<file path="config.mk">
export PLATFORM = sky130hd
export DESIGN_NAME = periph_subsystem
export DESIGN_NICKNAME = d
export VERILOG_FILES = /design/src/hw/periph_bus_pkg.sv /design/src/hw/timer_pkg.sv /design/src/hw/periph_bus_decoder.sv /design/src/hw/timer.sv /design/src/hw/interrupt_controller.sv /design/src/hw/periph_subsystem.sv
export VERILOG_INCLUDE_DIRS = /design/src /design/src/hw
export SDC_FILE = /design/constraint.sdc
export NUM_CORES = 1
export LEC_CHECK = 0
export BUFFER_PORTS_ARGS = -buffer_cell sky130_fd_sc_hd__buf_4
export CAP_MARGIN = 20
export CORE_AREA = 2 2 118 178
export CTS_CLUSTER_DIAMETER = 150
export DETAILED_ROUTE_END_ITERATION = 10
export DIE_AREA = 0 0 120 180
export PLACE_DENSITY = 0.93
export SLEW_MARGIN = 10
export SYNTH_ARGS = -nofsm -noshare
export SYNTH_HDL_FRONTEND = slang
export SYNTH_SLANG_ARGS = --single-unit
export TNS_END_PERCENT = 30
</file>
<file path="constraint.sdc">
create_clock -name i_clock -period 7.8 [get_ports i_clock]
set_clock_uncertainty 0.2 [all_clocks]
set_input_delay 1.17 -clock i_clock [delete_from_list [all_inputs] [get_ports i_clock]]
set_output_delay 1.17 -clock i_clock [all_outputs]
set_load 0.02 [all_outputs]
</file>
<file path="src/hw/periph_config.svh">
`ifndef PERIPH_CONFIG_SVH
`define PERIPH_CONFIG_SVH

// Default system clock frequency in Hz.
`define PERIPH_CLOCK_HZ 50000000

// Millisecond tick rate.
`define PERIPH_TICK_HZ 1000

// Number of interrupt sources into the controller.
`define PERIPH_IRQ_LINES 2

`endif

</file>
<file path="src/hw/periph_bus_pkg.sv">
package periph_bus_pkg;

	// Word address, device in bits 7..4, register in bits 3..0.
	typedef logic [7:0] bus_addr_t;
	typedef logic [31:0] bus_data_t;
	typedef logic [3:0] reg_index_t;

	// Device select taken from the high address nibble.
	typedef enum logic [3:0] {
		SEL_TIMER = 4'd0,
		SEL_INTC = 4'd1
	} periph_select_e;

	// Interrupt controller registers.
	typedef enum logic [3:0] {
		INTC_PENDING = 4'd0,
		INTC_ENABLE = 4'd1
	} intc_reg_e;

endpackage

</file>
<file path="src/hw/timer_pkg.sv">
package timer_pkg;

	// Free-running cycle count and compare value.
	typedef logic [63:0] cycles_t;

	// Millisecond count and countdown value.
	typedef logic [31:0] count_t;

	typedef enum logic [1:0] {
		MODE_OFF = 2'd0,
		MODE_COMPARE = 2'd1,
		MODE_COUNTDOWN = 2'd2
	} timer_mode_e;

	// Register map within the timer.
	typedef enum logic [3:0] {
		REG_MS = 4'd0,
		REG_CYCLES_LO = 4'd1,
		REG_CYCLES_HI = 4'd2,
		REG_COMPARE_LO = 4'd3,
		REG_COMPARE_HI = 4'd4,
		REG_COUNTDOWN = 4'd5
	} timer_reg_e;

endpackage

</file>
<file path="src/hw/periph_bus_decoder.sv">
`timescale 1ns/100ps

module periph_bus_decoder
	import periph_bus_pkg::*;
(
	input logic i_clock,
	input logic i_reset,
	input logic i_request,
	input logic i_rw,
	input bus_addr_t i_address,

	output bus_data_t o_rdata,
	output logic o_ready,

	output logic o_timer_request,
	output logic o_intc_request,

	input bus_data_t i_timer_rdata,
	input bus_data_t i_intc_rdata,
	input logic i_timer_ready,
	input logic i_intc_ready
);
	periph_select_e select;
	logic unmapped;
	logic unmapped_request;
	logic unmapped_request_q;
	logic unmapped_ready;
	bus_data_t device_rdata;
	logic device_ready;

	assign select = periph_select_e'(i_address[7:4]);
	assign unmapped = (select != SEL_TIMER) && (select != SEL_INTC);
	assign unmapped_request = i_request && unmapped;

	// Request level goes only to the addressed device.
	assign o_timer_request = i_request && (select == SEL_TIMER);
	assign o_intc_request = i_request && (select == SEL_INTC);

	// Unmapped accesses are acknowledged here so the CPU never stalls.
	always_ff @(posedge i_clock) begin
		if (i_reset) begin
			unmapped_request_q <= 1'b0;
			unmapped_ready <= 1'b0;
		end else begin
			unmapped_request_q <= unmapped_request;
			if (unmapped_request && !unmapped_request_q) begin
				unmapped_ready <= 1'b1;
			end else if (!i_request) begin
				unmapped_ready <= 1'b0;
			end
		end
	end

	always_comb begin
		case (select)
			SEL_TIMER: begin
				device_rdata = i_timer_rdata;
				device_ready = i_timer_ready;
			end
			SEL_INTC: begin
				device_rdata = i_intc_rdata;
				device_ready = i_intc_ready;
			end
			default: begin
				device_rdata = '0;
				device_ready = unmapped_ready;
			end
		endcase
	end

	// Write acknowledges carry zero instead of stale read data.
	assign o_rdata = i_rw ? '0 : device_rdata;
	assign o_ready = device_ready;

endmodule

</file>
<file path="src/hw/timer.sv">
`timescale 1ns/100ps

`include "periph_config.svh"

module timer
	import periph_bus_pkg::*, timer_pkg::*;
#(
	parameter int FREQUENCY = `PERIPH_CLOCK_HZ
)(
	input logic i_clock,
	input logic i_reset,
	input logic i_request,
	input logic i_rw,
	input reg_index_t i_register,
	input bus_data_t i_wdata,

	output bus_data_t o_rdata,
	output logic o_ready,

	output logic o_interrupt
);
	// Cycles per millisecond tick, counted from zero.
	localparam int PRESCALE = FREQUENCY / `PERIPH_TICK_HZ - 1;
	localparam int PRESCALE_WIDTH = (PRESCALE > 0) ? $clog2(PRESCALE + 1) : 1;

	logic [PRESCALE_WIDTH-1:0] prescale;
	count_t ms;
	cycles_t cycles;
	cycles_t compare;
	count_t countdown;
	timer_mode_e mode;
	timer_reg_e register;
	logic request_q;
	logic access;

	assign register = timer_reg_e'(i_register);
	assign access = i_request && !request_q;

	// Millisecond counter behind the prescaler.
	always_ff @(posedge i_clock) begin
		if (i_reset) begin
			prescale <= '0;
			ms <= '0;
		end else if (prescale == PRESCALE_WIDTH'(PRESCALE)) begin
			prescale <= '0;
			ms <= ms + count_t'(1);
		end else begin
			prescale <= prescale + 1'b1;
		end
	end

	always_ff @(posedge i_clock) begin
		if (i_reset) begin
			cycles <= '0;
		end else begin
			cycles <= cycles + cycles_t'(1);
		end
	end

	// Compare, countdown and mode, with bus writes taking priority.
	always_ff @(posedge i_clock) begin
		if (i_reset) begin
			compare <= '1;
			countdown <= '0;
			mode <= MODE_OFF;
		end else begin
			if (countdown != '0) begin
				countdown <= countdown - count_t'(1);
			end
			if (access && i_rw) begin
				case (register)
					REG_COMPARE_LO: begin
						compare[31:0] <= i_wdata;
						mode <= MODE_COMPARE;
					end
					REG_COMPARE_HI: begin
						compare[63:32] <= i_wdata;
						mode <= MODE_COMPARE;
					end
					REG_COUNTDOWN: begin
						countdown <= i_wdata;
						mode <= MODE_COUNTDOWN;
					end
					default: begin
					end
				endcase
			end
		end
	end

	// One-cycle pulse the cycle after the condition holds.
	always_ff @(posedge i_clock) begin
		if (i_reset) begin
			o_interrupt <= 1'b0;
		end else begin
			case (mode)
				MODE_COMPARE: o_interrupt <= (cycles == compare);
				MODE_COUNTDOWN: o_interrupt <= (countdown == count_t'(1));
				default: o_interrupt <= 1'b0;
			endcase
		end
	end

	// Bus handshake.
	always_ff @(posedge i_clock) begin
		if (i_reset) begin
			request_q <= 1'b0;
			o_ready <= 1'b0;
		end else begin
			request_q <= i_request;
			if (access) begin
				o_ready <= 1'b1;
			end else if (!i_request) begin
				o_ready <= 1'b0;
			end
		end
	end

	// Read data sampled on the request edge.
	always_ff @(posedge i_clock) begin
		if (access && !i_rw) begin
			case (register)
				REG_MS: o_rdata <= ms;
				REG_CYCLES_LO: o_rdata <= cycles[31:0];
				REG_CYCLES_HI: o_rdata <= cycles[63:32];
				REG_COMPARE_LO: o_rdata <= compare[31:0];
				REG_COMPARE_HI: o_rdata <= compare[63:32];
				REG_COUNTDOWN: o_rdata <= countdown;
				default: o_rdata <= '0;
			endcase
		end
	end

endmodule

</file>
<file path="src/hw/interrupt_controller.sv">
`timescale 1ns/100ps

`include "periph_config.svh"

module interrupt_controller
	import periph_bus_pkg::*;
(
	input logic i_clock,
	input logic i_reset,
	input logic i_request,
	input logic i_rw,
	input reg_index_t i_register,
	input bus_data_t i_wdata,

	output bus_data_t o_rdata,
	output logic o_ready,

	input logic [`PERIPH_IRQ_LINES-1:0] i_sources,
	output logic o_irq
);
	localparam int IRQ_LINES = `PERIPH_IRQ_LINES;

	logic [IRQ_LINES-1:0] pending;
	logic [IRQ_LINES-1:0] enable;
	logic [IRQ_LINES-1:0] clear;
	intc_reg_e register;
	logic request_q;
	logic access;

	assign register = intc_reg_e'(i_register);
	assign access = i_request && !request_q;

	// Write 1 to clear.
	assign clear = (access && i_rw && register == INTC_PENDING) ?
		i_wdata[IRQ_LINES-1:0] : '0;

	always_ff @(posedge i_clock) begin
		if (i_reset) begin
			pending <= '0;
			enable <= '0;
		end else begin
			// New pulses win over a clear in the same cycle.
			pending <= (pending & ~clear) | i_sources;
			if (access && i_rw && register == INTC_ENABLE) begin
				enable <= i_wdata[IRQ_LINES-1:0];
			end
		end
	end

	// Bus handshake.
	always_ff @(posedge i_clock) begin
		if (i_reset) begin
			request_q <= 1'b0;
			o_ready <= 1'b0;
		end else begin
			request_q <= i_request;
			if (access) begin
				o_ready <= 1'b1;
			end else if (!i_request) begin
				o_ready <= 1'b0;
			end
		end
	end

	always_ff @(posedge i_clock) begin
		if (access && !i_rw) begin
			case (register)
				INTC_PENDING: o_rdata <= {{(32 - IRQ_LINES){1'b0}}, pending};
				INTC_ENABLE: o_rdata <= {{(32 - IRQ_LINES){1'b0}}, enable};
				default: o_rdata <= '0;
			endcase
		end
	end

	// Level interrupt to the CPU.
	assign o_irq = |(pending & enable);

endmodule

</file>
<file path="src/hw/periph_subsystem.sv">
`timescale 1ns/100ps

`include "periph_config.svh"

module periph_subsystem
	import periph_bus_pkg::*;
#(
	parameter int FREQUENCY = `PERIPH_CLOCK_HZ
)(
	input logic i_clock,
	input logic i_reset,
	input logic i_request,
	input logic i_rw,
	input bus_addr_t i_address,
	input bus_data_t i_wdata,
	input logic i_ext_irq,

	output bus_data_t o_rdata,
	output logic o_ready,
	output logic o_irq
);
	reg_index_t register_index;
	logic timer_request;
	logic intc_request;
	bus_data_t timer_rdata;
	bus_data_t intc_rdata;
	logic timer_ready;
	logic intc_ready;
	logic timer_interrupt;
	logic [`PERIPH_IRQ_LINES-1:0] irq_sources;

	assign register_index = i_address[3:0];

	// Source 0 is the timer, source 1 the external line.
	assign irq_sources = {i_ext_irq, timer_interrupt};

	periph_bus_decoder i_decoder (
		.i_clock(i_clock),
		.i_reset(i_reset),
		.i_request(i_request),
		.i_rw(i_rw),
		.i_address(i_address),
		.o_rdata(o_rdata),
		.o_ready(o_ready),
		.o_timer_request(timer_request),
		.o_intc_request(intc_request),
		.i_timer_rdata(timer_rdata),
		.i_intc_rdata(intc_rdata),
		.i_timer_ready(timer_ready),
		.i_intc_ready(intc_ready)
	);

	timer #(
		.FREQUENCY(FREQUENCY)
	) i_timer (
		.i_clock(i_clock),
		.i_reset(i_reset),
		.i_request(timer_request),
		.i_rw(i_rw),
		.i_register(register_index),
		.i_wdata(i_wdata),
		.o_rdata(timer_rdata),
		.o_ready(timer_ready),
		.o_interrupt(timer_interrupt)
	);

	interrupt_controller i_intc (
		.i_clock(i_clock),
		.i_reset(i_reset),
		.i_request(intc_request),
		.i_rw(i_rw),
		.i_register(register_index),
		.i_wdata(i_wdata),
		.o_rdata(intc_rdata),
		.o_ready(intc_ready),
		.i_sources(irq_sources),
		.o_irq(o_irq)
	);

endmodule

</file>
Word level (Yosys, flattened, before mapping)
Cells that the tools add are included.
W data, S select, Z words.
{ "totals": {"reg_bits": 285, "input_bits": 45} }
{ "op_classes": {"add_sub_neg": 4, "eq_ne": 15, "muxes": 17, "bitwise_logic": 4, "n_reduce_logical": 28} }
{ "op_table": {"columns": ["cell", "count"], "rows": [
  ["$pmux W32 S6", 1],
  ["$mux W32", 4],
  ["$add A64 B1 Y64 const B", 1],
  ["$eq A64 B64 Y1", 1],
  ["$pmux W32 S2", 1],
  ["$add A32 B1 Y32 const B", 1],
  ["$eq A32 B1 Y1 const B", 1],
  ["$reduce_bool A32 Y1", 1],
  ["$sub A32 B1 Y32 const B", 1],
  ["$add A16 B1 Y16 const B", 1],
  ["$eq A16 B16 Y1 const B", 1],
  ["$logic_and A1 B1 Y1", 13],
  ["$eq A4 B1 Y1 const B", 2],
  ["$eq A4 B2 Y1 const B", 2],
  ["$eq A4 B3 Y1 const B", 2],
  ["$logic_not A4 Y1", 2],
  ["$pmux W2 S2", 2],
  ["$mux W1", 6],
  ["$reduce_and A2 Y1", 3],
  ["$reduce_or A2 Y1", 3],
  ["$and A2 B2 Y2", 2],
  ["$logic_not A1 Y1", 4],
  ["$ne A2 B2 Y1 const B", 2],
  ["$ne A4 B1 Y1 const B", 1],
  ["other kinds (9)", 10]
]} }

Depth between registers and ports, before layout
{ "logic_depth": {"ltp_word": 9, "ltp_mapped": 8} }

By module
Synthesis repeated with hierarchy kept, for this count alone.
{ "unflattened": {"hier_cells": 1497, "area_unflattened_um2": 13181.4} }
{ "by_module_without_submodules": {"columns": ["module", "instances", "cells_per_inst", "area_per_inst_um2", "seq_area_each_um2"], "rows": [
  ["timer", 1, 1313, 11816.3, 5225.0],
  ["periph_bus_decoder", 1, 119, 773.2, 40.0],
  ["interrupt_controller", 1, 65, 591.8, 180.2]
]} }

Worst setup path before layout
Ideal clock, no wire load.
{ "synth_timing": {"path_kind": "input to output", "from": "in i_address[5]", "to": "out o_rdata[10]", "t_arrival_ps": 2414, "t_required_ps": 6430, "slack_ps": 4016, "cell_stages": 5, "path_buffers": 2, "path_cell_list": "or3_1 clkbuf_1 nor3_1 clkbuf_1 and2_1"} }
{ "synth_between": {"elab_chain_cells": 3} }
{ "synth_rtl": {"columns": ["element", "line", "rtl"], "rows": [
  ["start, declared", "periph_subsystem.sv:14", "input bus_addr_t i_address,"],
  ["$eq A4 B1 Y1 / $logic_not A4 Y1 (equally long branches)", "periph_bus_decoder.sv:55", "case (select)"],
  ["$pmux W32 S2 *", "periph_bus_decoder.sv:55", null],
  ["$mux W32 *", "periph_bus_decoder.sv:72", "assign o_rdata = i_rw ? '0 : device_rdata;"],
  ["end, declared", "periph_subsystem.sv:18", "output bus_data_t o_rdata,"]
]} }
Mark *: on every way between the ends. The rest lies on a longest branch, timed or not.

Final worst setup path
{ "layout_timing": {"from": "in i_address[5]", "to": "out o_rdata[4]"} }
The elaborated chain is that of the path after synthesis.

==> results.json <==
{
  "status": "finished clean",
  "antenna_cells": 0,
  "syn2layout_area_growth_pct": 11.88,
  "path_max_fanout": 31,
  "wl_per_cell_um": 25.16,
  "die_w_um": 120,
  "worstSkewPairLatency_ns": 0.55,
  "num-fill-cells": 1552,
  "hold_ws_ns": 0.2446,
  "r2r_cells": 6,
  "crit_type": "in2out",
  "power_leakage_nw": 4.983,
  "clock_path_buffers": 3,
  "total_power_mw": 3.694,
  "vias": 12618,
  "min_path_cells": 2,
  "slew_violations": 0,
  "cts_setup_buffers": 0,
  "multi_input_comb_area_um2": 6968,
  "first_global_vias": 11796,
  "end_kind": "primary output",
  "grt_first_pass_wirelength_um": 69060,
  "synth_edf_count": 34,
  "cts_tree": "yes",
  "worst_setup_path_start_kind": "primary input",
  "cts_hold_buf": 0,
  "final.period_utilization_pct": 53.46,
  "first_pass_iters": 6,
  "path_cells": "buf_4 > or3_1 > nor3_4 > and2_1 > buf_4",
  "cp.required_ns": 6.43,
  "drive_above_1_share_pct": 10.36,
  "ys_types": 62,
  "drtAntennaViolNets": 0,
  "routabilityCongestion": 0.9925,
  "slowest_delay_ns": 0.62,
  "ir_drop_v": 0.0002377,
  "synth_seq_cells": 255,
  "critPathSlowestCell": "nor3_4",
  "ff_latch_area_um2": 5445,
  "hold_viol": 0,
  "rows": 64,
  "clk_pin_slew_ns": 0.06,
  "die_area_um2": 21600,
  "cpMostUsedCell": "buf_4",
  "hpwl_um": 31610,
  "rsz0062_at_grt": "no",
  "via_per_inst": 7.014,
  "numCtsBuffers": 24,
  "coreArea_um2": 20100,
  "cts.repair.resized": 0,
  "synthCells": 1495,
  "grt_overflow_total": 0,
  "worstHoldPathType": "reg2reg",
  "synth_flop_cell": "dfxtp_1",
  "ys.warnings.count": 0,
  "grt_usage_pct": 41.61,
  "port_buffers": 78,
  "setup_ws_ns": 3.630,
  "cts-root-buf": "clkbuf_16",
  "h-tree-depth": 1,
  "drc": 0,
  "clock_sinks": 255,
  "setup_tns_ns": 0,
  "pre_cts_ws_ns": 3.304,
  "fmax_mhz": 239.8,
  "setup_violations": 0,
  "die_h_um": 180,
  "cp.arrival_ns": 2.80,
  "synth_nets": 1547,
  "ys_seq_area_share_pct": 42.30,
  "synthArstFlopShare_pct": 0,
  "relSlewSlack_pct": 18.67,
  "grt_max_degree": 82,
  "wl_um": 45270,
  "io_pins": 79,
  "layout.nets": 1569,
  "post-route-min-period_ns": 4.170,
  "tightest_slew_ns": 1.217,
  "powerDensity_nw_per_um2": 256.5,
  "drv_cap": 0,
  "drt_iter0_markers": 1834,
  "synth_area_um2": 12870,
  "antenna_found_initial": 0,
  "syn_area_per_cell_um2": 8.610,
  "initial_utilization_pct": 64.04
}
[metal layers]
layer	GRT usage [%]	vias to the layer above	share of wire, %
li1	-	5482	-
met1	50.22	5924	34
met2	65.66	917	45
met3	7.170	295	11
met4	31.44	0	10
met5	0	-	0
[metrics by stage]
stage               utilization [%]  std cells  instance area [um2]
floorplan                         -       1495                12870
finish                        71.65       1799                14400
detailed placement            67.70       1755                13610
global route                  71.65       1799                14400
CTS                           71.62       1799                14400
global placement              67.70       1755                13610
[power by group]
part	total, mW	switching, mW	internal [mW]	leakage (nW)
logic	0.972	0.667	0.305	2.51
clock network	1.20	0.528	0.672	0.373
registers	1.52	0.121	1.40	2.10
[cells by family (layout without fill, tap and decap cells)]
group           after synthesis  count (layout)  share of synthesized area, %
compound gates              270             270                         14.44
buf+inv                     141             181                         4.257
mux                          25              25                         1.963
fa+ha+maj                     7               7                        0.6804
simple gates                665             665                         27.37
flops                       255             255                         42.30
xor+xnor                    132             132                         8.981
[cells in the mapped netlist, drive strengths merged (3+ instances only)]
cell type	count	area, um2
o2111ai	4	35.03
nor2b	14	87.58
nor4b	6	73.81
xor2	38	332.8
a22oi	98	735.7
inv	42	157.7
nor3	27	140.1
a21oi	44	220.2
nor4	46	306.6
nand2	138	518.0
nand4	45	294.0
buf	13	67.57
and3	14	87.58
or3	34	212.7
ha	7	87.58
o21ai	38	190.2
a311oi	7	61.31
dfxtp	221	4424
nand2b	13	81.33
nand3	106	535.5
o2bb2ai	3	26.28
a211oi	26	195.2
o22ai	3	18.77
or4	23	172.7
xnor2	94	823.3
a22o	3	26.28
or2	5	31.28
and2	36	225.2
edfxtp	34	1021
clkbuf	86	322.8
a2111oi	3	26.28
nor4bb	3	30.03
nand3b	6	45.04
o31ai	12	90.09
nand4b	3	32.53
and4	13	113.9
nor2	127	476.7
o211ai	18	135.1
mux2i	23	230.2
[flip-flops by register name, indices dropped and copies added (netlist names), 2 cells and up]
name,flops
i_timer.compare,64
i_timer.cycles,64
i_timer.countdown,32
i_timer.ms,32
i_timer.o_rdata,32
i_timer.prescale,16
i_intc.enable,2
i_intc.o_rdata,2
i_intc.pending,2
i_timer.mode,2
[path summary, 6_finish.rpt]
path                                end            startpoint  slack [ns]
setup / recovery             o_rdata[4]          i_address[5]        3.63
hold / removal        i_intc.pending[0]   i_timer.o_interrupt        0.24
setup reg to reg  i_timer.countdown[22]  i_timer.countdown[0]        3.95
hold reg to reg       i_intc.pending[0]   i_timer.o_interrupt        0.24
[final cells by class]
type | instances | share of cell area, %
multi-input cells | 1099 | 48.38
flip-flops and latches | 255 | 37.81
repair buffers | 95 | 4.952
clock buffers | 31 | 4.353
well taps | 264 | 2.294
clock inverters | 13 | 1.112
inverters | 42 | 1.095
[worst max-delay path, delay by kind of cell]
kind | cells | cell delay (ns)
buffers and inverters | 2 | 0.25
AND/OR/NAND/NOR | 3 | 1.37
[placed cells by master (no fill, tap or decap), drive strengths merged, types with 31 or more instances in the layout]
cell type,instances
nor2,127
clkbuf,31
xor2,38
o21ai,38
inv,42
a21oi,44
and2,36
dfxtp,221
buf,95
nand3,106
nand4,45
edfxtp,34
a22oi,98
or3,34
xnor2,94
nand2,138
nor4,46
Power figures use the tool's default switching activity.
